==> src/design/axil_mon_params.svh <==
// AXI-lite monitor parameters
// Bus widths, counter depth and timer limits shared by every block

`ifndef AXIL_MON_PARAMS_SVH
`define AXIL_MON_PARAMS_SVH

// Bus widths
`define AXIL_ADDR_W 28
`define AXIL_DATA_W 32

// Bits per outstanding counter, all ones is an overflow
`define AXIL_LGDEPTH 4

// Cycles a request may wait for ready
`define AXIL_MAXWAIT 12
// Cycles a response may wait for its ready
`define AXIL_MAXRSTALL 12
// Cycles from accepted request to response
`define AXIL_MAXDELAY 12

// Width of every timer, holds all of the limits above
`define AXIL_LGTIMEOUT 4

`endif

==> src/design/axil_mon_pkg.sv <==
// AXI-lite monitor types
// Channel structs, response codes and the violation flag set

`include "axil_mon_params.svh"

package axil_mon_pkg;

	// AXI response codes
	typedef enum logic [1:0]
	{
		OKAY   = 2'b00,
		EXOKAY = 2'b01,
		SLVERR = 2'b10,
		DECERR = 2'b11
	} axil_resp_e;

	//////////////////////////////
	// Channel views, valid and ready both observed
	//////////////////////////////

	typedef struct packed
	{
		logic                      valid;
		logic                      ready;
		logic [`AXIL_ADDR_W-1:0]   addr;
	} axil_aw_t;

	typedef struct packed
	{
		logic                      valid;
		logic                      ready;
		logic [`AXIL_DATA_W-1:0]   data;
		logic [`AXIL_DATA_W/8-1:0] strb;
	} axil_w_t;

	typedef struct packed
	{
		logic       valid;
		logic       ready;
		axil_resp_e resp;
	} axil_b_t;

	typedef struct packed
	{
		logic                      valid;
		logic                      ready;
		logic [`AXIL_ADDR_W-1:0]   addr;
	} axil_ar_t;

	typedef struct packed
	{
		logic                      valid;
		logic                      ready;
		axil_resp_e                resp;
		logic [`AXIL_DATA_W-1:0]   data;
	} axil_r_t;

	// Outstanding transfer counts
	typedef struct packed
	{
		logic [`AXIL_LGDEPTH-1:0] aw;
		logic [`AXIL_LGDEPTH-1:0] w;
		logic [`AXIL_LGDEPTH-1:0] rd;
	} axil_cnt_t;

	// Sticky violation flags, cleared only by reset
	typedef struct packed
	{
		logic valid_after_reset;
		logic unstable_req;
		logic unstable_resp;
		logic bad_resp;
		logic resp_without_req;
		logic count_overflow;
		logic req_stall;
		logic resp_stall;
		logic wr_delay;
		logic rd_delay;
	} axil_viol_t;

endpackage

==> src/design/axil_monitor.sv <==
// AXI-lite protocol monitor top
// Passive on all five channels, gathers the checker flags into one violation set

`timescale 1ns/100ps

`include "axil_mon_params.svh"

module axil_monitor
	import axil_mon_pkg::*;
(
	input  logic       i_clk,
	input  logic       i_axi_reset_n,
	input  axil_aw_t   i_aw,
	input  axil_w_t    i_w,
	input  axil_b_t    i_b,
	input  axil_ar_t   i_ar,
	input  axil_r_t    i_r,
	output axil_cnt_t  o_cnt,
	output axil_viol_t o_viol
);

	// Checker flags
	logic overflow;
	logic resp_without_req;
	logic valid_after_reset;
	logic unstable_req;
	logic unstable_resp;
	logic bad_resp;
	logic req_stall;
	logic resp_stall;
	logic wr_delay;
	logic rd_delay;

	//////////////////////////////
	// Checkers
	//////////////////////////////

	// Counts also feed the timers
	axil_outstanding u_outstanding (
		.i_clk              (i_clk),
		.i_axi_reset_n      (i_axi_reset_n),
		.i_aw               (i_aw),
		.i_w                (i_w),
		.i_b                (i_b),
		.i_ar               (i_ar),
		.i_r                (i_r),
		.o_cnt              (o_cnt),
		.o_overflow         (overflow),
		.o_resp_without_req (resp_without_req)
	);

	axil_stability u_stability (
		.i_clk               (i_clk),
		.i_axi_reset_n       (i_axi_reset_n),
		.i_aw                (i_aw),
		.i_w                 (i_w),
		.i_b                 (i_b),
		.i_ar                (i_ar),
		.i_r                 (i_r),
		.o_valid_after_reset (valid_after_reset),
		.o_unstable_req      (unstable_req),
		.o_unstable_resp     (unstable_resp),
		.o_bad_resp          (bad_resp)
	);

	axil_timeouts u_timeouts (
		.i_clk         (i_clk),
		.i_axi_reset_n (i_axi_reset_n),
		.i_aw          (i_aw),
		.i_w           (i_w),
		.i_b           (i_b),
		.i_ar          (i_ar),
		.i_r           (i_r),
		.i_cnt         (o_cnt),
		.o_req_stall   (req_stall),
		.o_resp_stall  (resp_stall),
		.o_wr_delay    (wr_delay),
		.o_rd_delay    (rd_delay)
	);

	assign o_viol = '{
		valid_after_reset: valid_after_reset,
		unstable_req:      unstable_req,
		unstable_resp:     unstable_resp,
		bad_resp:          bad_resp,
		resp_without_req:  resp_without_req,
		count_overflow:    overflow,
		req_stall:         req_stall,
		resp_stall:        resp_stall,
		wr_delay:          wr_delay,
		rd_delay:          rd_delay
	};

endmodule

==> src/design/axil_outstanding.sv <==
// AXI-lite outstanding transfer counters
// Tracks write address, write data and read depth, flags overflow and orphan responses

`timescale 1ns/100ps

`include "axil_mon_params.svh"

module axil_outstanding
	import axil_mon_pkg::*;
(
	input  logic      i_clk,
	input  logic      i_axi_reset_n,
	input  axil_aw_t  i_aw,
	input  axil_w_t   i_w,
	input  axil_b_t   i_b,
	input  axil_ar_t  i_ar,
	input  axil_r_t   i_r,
	output axil_cnt_t o_cnt,
	output logic      o_overflow,
	output logic      o_resp_without_req
);

	// Transfers seen this cycle
	logic aw_req;
	logic w_req;
	logic ar_req;
	logic b_ack;
	logic r_ack;

	logic [`AXIL_LGDEPTH-1:0] aw_cnt;
	logic [`AXIL_LGDEPTH-1:0] w_cnt;
	logic [`AXIL_LGDEPTH-1:0] rd_cnt;

	assign aw_req = i_aw.valid && i_aw.ready;
	assign w_req  = i_w.valid && i_w.ready;
	assign ar_req = i_ar.valid && i_ar.ready;
	assign b_ack  = i_b.valid && i_b.ready;
	assign r_ack  = i_r.valid && i_r.ready;

	// Up on request, down on response, hold when both land together
	function automatic logic [`AXIL_LGDEPTH-1:0] cnt_next(
		input logic [`AXIL_LGDEPTH-1:0] cur,
		input logic                     up,
		input logic                     down
	);
		case ({up, down})
			2'b10:   return cur + 1'b1;
			2'b01:   return cur - 1'b1;
			default: return cur;
		endcase
	endfunction

	//////////////////////////////
	// Counters
	//////////////////////////////

	always_ff @(posedge i_clk)
	begin
		if (!i_axi_reset_n)
		begin
			aw_cnt <= '0;
			w_cnt  <= '0;
			rd_cnt <= '0;
		end
		else
		begin
			aw_cnt <= cnt_next(aw_cnt, aw_req, b_ack);
			// Write data retires on the same response as its address
			w_cnt  <= cnt_next(w_cnt, w_req, b_ack);
			rd_cnt <= cnt_next(rd_cnt, ar_req, r_ack);
		end
	end

	assign o_cnt = '{aw: aw_cnt, w: w_cnt, rd: rd_cnt};

	//////////////////////////////
	// Sticky flags
	//////////////////////////////

	always_ff @(posedge i_clk)
	begin
		if (!i_axi_reset_n)
		begin
			o_overflow         <= 1'b0;
			o_resp_without_req <= 1'b0;
		end
		else
		begin
			// All ones means the next request would wrap
			if ((&aw_cnt) || (&w_cnt) || (&rd_cnt))
				o_overflow <= 1'b1;
			// A write response needs both address and data pending
			if (i_b.valid && ((aw_cnt == '0) || (w_cnt == '0)))
				o_resp_without_req <= 1'b1;
			if (i_r.valid && (rd_cnt == '0))
				o_resp_without_req <= 1'b1;
		end
	end

	// An empty counter only wraps down through an orphan response, which is flagged
	a_no_silent_underflow: assert property (@(posedge i_clk) disable iff (!i_axi_reset_n)
		((($past(aw_cnt) == '0) && (&aw_cnt)) || (($past(w_cnt) == '0) && (&w_cnt))
			|| (($past(rd_cnt) == '0) && (&rd_cnt)))
		|-> o_resp_without_req);

endmodule

==> src/design/axil_stability.sv <==
// AXI-lite handshake rule checker
// Flags valids right after reset, stalled transfers that change, and EXOKAY responses

`timescale 1ns/100ps

`include "axil_mon_params.svh"

module axil_stability
	import axil_mon_pkg::*;
(
	input  logic     i_clk,
	input  logic     i_axi_reset_n,
	input  axil_aw_t i_aw,
	input  axil_w_t  i_w,
	input  axil_b_t  i_b,
	input  axil_ar_t i_ar,
	input  axil_r_t  i_r,
	output logic     o_valid_after_reset,
	output logic     o_unstable_req,
	output logic     o_unstable_resp,
	output logic     o_bad_resp
);

	// Reset level of the previous cycle
	logic rst_n_q;

	// Previous cycle held valid without ready
	logic aw_wait_q;
	logic w_wait_q;
	logic b_wait_q;
	logic ar_wait_q;
	logic r_wait_q;

	// Previous payloads
	logic [`AXIL_ADDR_W-1:0]   aw_addr_q;
	logic [`AXIL_DATA_W-1:0]   w_data_q;
	logic [`AXIL_DATA_W/8-1:0] w_strb_q;
	axil_resp_e                b_resp_q;
	logic [`AXIL_ADDR_W-1:0]   ar_addr_q;
	axil_resp_e                r_resp_q;
	logic [`AXIL_DATA_W-1:0]   r_data_q;

	logic any_valid;
	logic req_broken;
	logic resp_broken;
	logic exokay_seen;

	//////////////////////////////
	// Previous cycle capture
	//////////////////////////////

	always_ff @(posedge i_clk)
	begin
		rst_n_q   <= i_axi_reset_n;
		aw_addr_q <= i_aw.addr;
		w_data_q  <= i_w.data;
		w_strb_q  <= i_w.strb;
		b_resp_q  <= i_b.resp;
		ar_addr_q <= i_ar.addr;
		r_resp_q  <= i_r.resp;
		r_data_q  <= i_r.data;
	end

	// Wait bits stay low through reset so no check runs on the first cycle out
	always_ff @(posedge i_clk)
	begin
		if (!i_axi_reset_n)
		begin
			aw_wait_q <= 1'b0;
			w_wait_q  <= 1'b0;
			b_wait_q  <= 1'b0;
			ar_wait_q <= 1'b0;
			r_wait_q  <= 1'b0;
		end
		else
		begin
			aw_wait_q <= i_aw.valid && !i_aw.ready;
			w_wait_q  <= i_w.valid && !i_w.ready;
			b_wait_q  <= i_b.valid && !i_b.ready;
			ar_wait_q <= i_ar.valid && !i_ar.ready;
			r_wait_q  <= i_r.valid && !i_r.ready;
		end
	end

	//////////////////////////////
	// Rule checks
	//////////////////////////////

	assign any_valid = i_aw.valid || i_w.valid || i_b.valid || i_ar.valid || i_r.valid;

	// Stalled request dropped or changed
	assign req_broken = (aw_wait_q && (!i_aw.valid || (i_aw.addr != aw_addr_q)))
		|| (w_wait_q && (!i_w.valid || (i_w.data != w_data_q) || (i_w.strb != w_strb_q)))
		|| (ar_wait_q && (!i_ar.valid || (i_ar.addr != ar_addr_q)));

	// Stalled response dropped or changed
	assign resp_broken = (b_wait_q && (!i_b.valid || (i_b.resp != b_resp_q)))
		|| (r_wait_q && (!i_r.valid || (i_r.resp != r_resp_q) || (i_r.data != r_data_q)));

	// Exclusive access is not part of AXI-lite
	assign exokay_seen = (i_b.valid && (i_b.resp == EXOKAY))
		|| (i_r.valid && (i_r.resp == EXOKAY));

	always_ff @(posedge i_clk)
	begin
		if (!i_axi_reset_n)
		begin
			o_valid_after_reset <= 1'b0;
			o_unstable_req      <= 1'b0;
			o_unstable_resp     <= 1'b0;
			o_bad_resp          <= 1'b0;
		end
		else
		begin
			if (!rst_n_q && any_valid)
				o_valid_after_reset <= 1'b1;
			if (req_broken)
				o_unstable_req <= 1'b1;
			if (resp_broken)
				o_unstable_resp <= 1'b1;
			if (exokay_seen)
				o_bad_resp <= 1'b1;
		end
	end

	// First edge out of reset never raises a stability flag
	a_clear_after_reset: assert property (@(posedge i_clk)
		(!rst_n_q && i_axi_reset_n) |=> !(o_unstable_req || o_unstable_resp));

endmodule

==> src/design/axil_timeouts.sv <==
// AXI-lite timing checker
// Seven saturating timers for request stalls, response stalls and response delays

`timescale 1ns/100ps

`include "axil_mon_params.svh"

module axil_timeouts
	import axil_mon_pkg::*;
(
	input  logic      i_clk,
	input  logic      i_axi_reset_n,
	input  axil_aw_t  i_aw,
	input  axil_w_t   i_w,
	input  axil_b_t   i_b,
	input  axil_ar_t  i_ar,
	input  axil_r_t   i_r,
	input  axil_cnt_t i_cnt,
	output logic      o_req_stall,
	output logic      o_resp_stall,
	output logic      o_wr_delay,
	output logic      o_rd_delay
);

	// Limits sized to the timers
	localparam logic [`AXIL_LGTIMEOUT-1:0] MAXWAIT   = `AXIL_MAXWAIT;
	localparam logic [`AXIL_LGTIMEOUT-1:0] MAXRSTALL = `AXIL_MAXRSTALL;
	localparam logic [`AXIL_LGTIMEOUT-1:0] MAXDELAY  = `AXIL_MAXDELAY;

	// Conditions under which each timer runs
	logic aw_run;
	logic w_run;
	logic ar_run;
	logic b_run;
	logic r_run;
	logic wr_run;
	logic rd_run;

	logic [`AXIL_LGTIMEOUT-1:0] aw_tmr;
	logic [`AXIL_LGTIMEOUT-1:0] w_tmr;
	logic [`AXIL_LGTIMEOUT-1:0] ar_tmr;
	logic [`AXIL_LGTIMEOUT-1:0] b_tmr;
	logic [`AXIL_LGTIMEOUT-1:0] r_tmr;
	logic [`AXIL_LGTIMEOUT-1:0] wr_tmr;
	logic [`AXIL_LGTIMEOUT-1:0] rd_tmr;

	logic [3:0] flags;

	// Count while running, saturate at all ones, clear otherwise
	function automatic logic [`AXIL_LGTIMEOUT-1:0] tick(
		input logic [`AXIL_LGTIMEOUT-1:0] cur,
		input logic                       run
	);
		if (!run)
			return '0;
		else if (&cur)
			return cur;
		else
			return cur + 1'b1;
	endfunction

	//////////////////////////////
	// Request stalls
	//////////////////////////////

	// A pending response excuses the slave
	// so does waiting on the partner write channel when it is behind
	assign aw_run = i_aw.valid && !i_aw.ready && !i_b.valid
		&& !((i_cnt.aw >= i_cnt.w) && !i_w.valid);
	assign w_run = i_w.valid && !i_w.ready && !i_b.valid
		&& !((i_cnt.w >= i_cnt.aw) && !i_aw.valid);
	assign ar_run = i_ar.valid && !i_ar.ready && !i_r.valid;

	//////////////////////////////
	// Response stalls and delays
	//////////////////////////////

	assign b_run = i_b.valid && !i_b.ready;
	assign r_run = i_r.valid && !i_r.ready;

	// Write waits until both address and data are in
	assign wr_run = (i_cnt.aw != '0) && (i_cnt.w != '0) && !i_b.valid;
	assign rd_run = (i_cnt.rd != '0) && !i_r.valid;

	always_ff @(posedge i_clk)
	begin
		if (!i_axi_reset_n)
		begin
			aw_tmr <= '0;
			w_tmr  <= '0;
			ar_tmr <= '0;
			b_tmr  <= '0;
			r_tmr  <= '0;
			wr_tmr <= '0;
			rd_tmr <= '0;
		end
		else
		begin
			aw_tmr <= tick(aw_tmr, aw_run);
			w_tmr  <= tick(w_tmr, w_run);
			ar_tmr <= tick(ar_tmr, ar_run);
			b_tmr  <= tick(b_tmr, b_run);
			r_tmr  <= tick(r_tmr, r_run);
			wr_tmr <= tick(wr_tmr, wr_run);
			rd_tmr <= tick(rd_tmr, rd_run);
		end
	end

	// Flags trail the timer by one cycle
	always_ff @(posedge i_clk)
	begin
		if (!i_axi_reset_n)
		begin
			o_req_stall  <= 1'b0;
			o_resp_stall <= 1'b0;
			o_wr_delay   <= 1'b0;
			o_rd_delay   <= 1'b0;
		end
		else
		begin
			if ((aw_tmr >= MAXWAIT) || (w_tmr >= MAXWAIT) || (ar_tmr >= MAXWAIT))
				o_req_stall <= 1'b1;
			if ((b_tmr >= MAXRSTALL) || (r_tmr >= MAXRSTALL))
				o_resp_stall <= 1'b1;
			if (wr_tmr >= MAXDELAY)
				o_wr_delay <= 1'b1;
			if (rd_tmr >= MAXDELAY)
				o_rd_delay <= 1'b1;
		end
	end

	assign flags = {o_req_stall, o_resp_stall, o_wr_delay, o_rd_delay};

	// No flag falls while out of reset
	a_flags_sticky: assert property (@(posedge i_clk) disable iff (!i_axi_reset_n)
		(flags != '0) |=> ((flags & $past(flags)) == $past(flags)));

endmodule

==> config.mk <==
export PLATFORM = sky130hd
export DESIGN_NAME = axil_monitor
export DESIGN_NICKNAME = d
export VERILOG_FILES = /design/src/design/axil_mon_pkg.sv /design/src/design/axil_monitor.sv /design/src/design/axil_outstanding.sv /design/src/design/axil_stability.sv /design/src/design/axil_timeouts.sv
export VERILOG_INCLUDE_DIRS = /design/src /design/src/design
export SDC_FILE = /design/constraint.sdc
export NUM_CORES = 1
export LEC_CHECK = 0
export ABC_AREA = 1
export BUFFER_PORTS_ARGS = -buffer_cell sky130_fd_sc_hd__buf_4
export CAP_MARGIN = 20
export CORE_MARGIN = 5
export CORE_UTILIZATION = 49
export DETAILED_ROUTE_END_ITERATION = 6
export PLACE_DENSITY = 0.8
export SKIP_LAST_GASP = 1
export SLEW_MARGIN = 20
export SYNTH_ARGS = -nofsm -noshare
export SYNTH_HDL_FRONTEND = slang
export SYNTH_SLANG_ARGS = --single-unit
==> constraint.sdc <==
create_clock -name i_clk -period 1.5 [get_ports i_clk]
set_input_delay 0.3 -clock i_clk [delete_from_list [all_inputs] [get_ports i_clk]]
set_output_delay 0.3 -clock i_clk [all_outputs]
set_load 0.005 [all_outputs]
==> results by group <==
STA
  • Clk_skew: 0.007924 ns
  • Final Hold Viols: 0
  • Final worst path period need: 1.472 ns
  • Final setup fails: 0
  • Final slew viol count: 0
  • F_max: 0.6793 GHz
  • RSZ-0062 raised after global routing: true
  • Worst slew margin: 72.74%
  • Period utilization: 98.14%
  • Min Hold Slack: 0.1065 ns
  • Worst Tran Pin Value: 0.4084 ns

Power
  • Peak supply drop: 796.2 µV
  • Pwr dens: 1048 nW/µm²
  • Total chip power: 11360 µW
  • Static leakage: 0.005468 µW

Routing
  • Via density per instance: 4.779
  • Routed vias: 6604
  • Drt wl/cell: 14.35 µm
  • Post-Route WL: 19840 µm
  • Post-DRT Antenna Nets: 0
  • Drt pass-1 iters: 4
  • Initial DRC Count: 193
  • DRC: 0

Critical path
  • Critical path endpoint category: flip-flop
  • Crit Path Max Fanout: 2
  • Max incr delay on CP: 0.54 ns
  • CP delay by family, top: buffers and inverters
  • Worst Path Buf+Inv: 2
  • WP data required: 1.80 ns
  • Most used cell along the critical path: nor2_1
  • Crit path cell chain: dlygate4sd3_1, buf_4, xor2_1, nor2_1, nand3_1, nor2_1, nand2_1, nand2_1, nand3_1, nor2_1, nor2_1
  • CP startpoint kind: input port
  • Worst endpoint data arrival time: 1.77 ns
  • Slowest cell on the critical path: dlygate4sd3_1
  • Critical path type: input port to flip-flop

Cells and area
  • Post-layout util: 74.26%
  • Layout cells sized above 1: 21.37%
  • Reg area: 3695 µm²
  • Multi-input logic area: 3278 µm²
  • Most frequent cells in the layout: nand2_1 (199), dfxtp_1 (177), inv_1 (153)
  • Layout area overhead: 47.59%
  • Non-filler cells in the finished layout: 1382
  • Commonest non-fill, non-tap cell in the layout: nand2_1
  • Layout fillers: 962
  • Layout net count: 1348
  • Ant. Diodes: 0

Clock tree
  • Num CTS Buffers: 17
  • Worst skew pair latency: 0.42 ns
  • CTS tree: built
  • Clock Pin Slew Worst Setup and Hold Paths: 0.07 ns
  • Root Buffer: clkbuf_16
  • CTS Buffer Depth: 2
  • CTS H-tree depth: 4
  • CTS sink cnt: 184

Yosys
  • Post-synth net total: 1075
  • Flops & latches, synth: 184
  • Syn. warnings: 0
  • Synthesized instance count: 912
  • Mean Syn Cell Area: 8.049 µm²
  • Sequential fraction of the synthesis area: 50.18%
  • Synth cell types: 30
  • Mapped Area: 7341 µm²

Die
  • Die Y: 132.4 µm
  • Die ar.: 17530 µm²
  • Overall die width: 132.4 µm
  • I/O pins: 162
  • Core area: 14590 µm²
  • Starting Density: 50.32%
  • Row count: 44

Global route
  • Grt total ovfl: 0
  • Vias in the first global route: 6894
  • Total track usage: 22.02%
  • Busiest grt layer: met2
  • Met2 GRT Util: 41.48%
  • Pin count of the biggest net entering global routing: 18
  • Global routing usage on met1: 23.45%
  • Initial antenna violation count: 0
  • First-pass GRT wire length: 31800 µm
  • Met3 usage: 6.145%

Outcome
  • Status: completed

Place
  • GPL Wtd Cong: 0.8294
  • Cells after DPL: 1272
  • I/O Buffers: 161
  • Post-DP HPWL: 11730 µm

Job
  • Maxcap violations: 0

Min path
  • Hold Crit Class: input port to flip-flop
## Yosys cell counts
| library cell | n | share of area, % |
|---|---|---|
| nand2_1 | 207 | 11 |
| dfxtp_1 | 184 | 50 |
| inv_1 | 160 | 8.2 |
| nor2_1 | 85 | 4.3 |
| xnor2_1 | 43 | 5.1 |
| a21oi_1 | 40 | 2.7 |
| o21ai_0 | 38 | 2.6 |
| xor2_1 | 28 | 3.3 |
| nand3_1 | 24 | 1.6 |
| ha_1 | 20 | 3.4 |
| nand4_1 | 17 | 1.4 |
| nor3_1 | 11 | 0.75 |
| buf_4 | 10 | 1.0 |
| or2_2 | 10 | 0.85 |
| a31oi_1 | 6 | 0.51 |
| nor3_2 | 5 | 0.68 |
| o22ai_1 | 5 | 0.43 |
| fa_1 | 3 | 0.82 |
| inv_2 | 3 | 0.15 |
| or3_1 | 3 | 0.26 |
| a211oi_1 | 1 | 0.10 |
| a31o_2 | 1 | 0.12 |
| a41oi_1 | 1 | 0.12 |
| buf_2 | 1 | 0.068 |
| clkbuf_1 | 1 | 0.051 |
| nand3b_1 | 1 | 0.10 |
| nor4_1 | 1 | 0.085 |
| o211ai_1 | 1 | 0.10 |
| o21a_1 | 1 | 0.10 |
| o21bai_1 | 1 | 0.10 |
## area by class of cell
| class | count | area share [%] |
|---|---|---|
| clock inverter | 10 | 0.8200 |
| timing repair buffer | 266 | 22.53 |
| tap | 184 | 2.125 |
| clock buffer | 22 | 4.469 |
| multi-input combinational | 553 | 30.26 |
| inverter | 163 | 5.694 |
| sequential | 184 | 34.10 |
## path summary, 6_finish.rpt
kind,slack (ns),cells after the start,end,from
setup / recovery,0.03,11,u_stability.o_unstable_req,i_aw[12]
hold / removal,0.11,1,u_stability.ar_addr_q[7],i_ar[7]
setup reg to reg,0.05,10,u_outstanding.w_cnt[3],u_outstanding.w_cnt[1]
hold reg to reg,0.44,2,u_stability.o_unstable_resp,u_stability.r_wait_q
## worst register-to-register path, cell delays in order (launching register included)
cell     delay [ns]
dfxtp_2        0.33
buf_6          0.12
ha_4           0.21
nand2_2        0.07
nand2_2        0.05
a21oi_2        0.14
nor2_1         0.06
nor2_1         0.10
nand2_1        0.07
o21ai_1        0.13
a21oi_1        0.05
## logic make-up after synthesis
family                     Yosys count  synth area share (%)
and+or+nand+nor                    364                 20.74
DFF                                184                 50.18
buffers and inverters              175                 9.477
AOI/OAI and AO/OA                   95                 6.903
xor gates and xnor gates            71                 8.471
adders and majority gates           23                 4.227
## flip-flops by register name, summed over array words and instances, names as in the netlist, 2 cells and up
name,cells
u_stability.aw_addr_q,28
u_stability.w_strb_q,4
u_timeouts.aw_tmr,4
u_outstanding.rd_cnt,4
u_stability.b_resp_q,2
u_stability.ar_addr_q,28
u_timeouts.b_tmr,4
u_timeouts.w_tmr,4
u_stability.r_resp_q,2
u_outstanding.aw_cnt,4
u_outstanding.w_cnt,4
u_stability.w_data_q,32
u_timeouts.ar_tmr,4
u_timeouts.r_tmr,4
u_timeouts.rd_tmr,4
u_stability.r_data_q,32
u_timeouts.wr_tmr,4
## per-layer routing
metal	vias to the layer above	share of wire, %
li1	3368	-
met1	3030	39
met2	167	54
met3	39	4.9
met4	0	2.3
met5	-	0
## what timing repair did
action                     4_1_cts  5_1_grt
gates cloned                     0        0
hold endpoints to repair       128        0
setup endpoints to repair        5       16
setup buffers                    0        1
hold buffers                   128        0
pin swaps                        0       97
gates resized for setup          3      125
## stage by stage
step | setup TNS (ns) | area (µm²) | worst slack [ns]
after floorplan | -0.01961 | 7373 | -0.01089
after global placement | -1.016 | 8931 | -0.2696
after detailed placement | -1.230 | 8931 | -0.2962
after CTS | 0 | 10790 | 0.0008901
after global routing | -0.3250 | 10830 | -0.1178
final | 0 | 10830 | 0.02786
## report_power, final
| part | internal (µW) | total (µW) | switching [µW] |
|---|---|---|---|
| Combinational | 971 | 1760 | 793 |
| Clock | 2330 | 4290 | 1950 |
| Sequential | 5140 | 5310 | 163 |
Note: power is estimated with default switching activity, not from simulation.
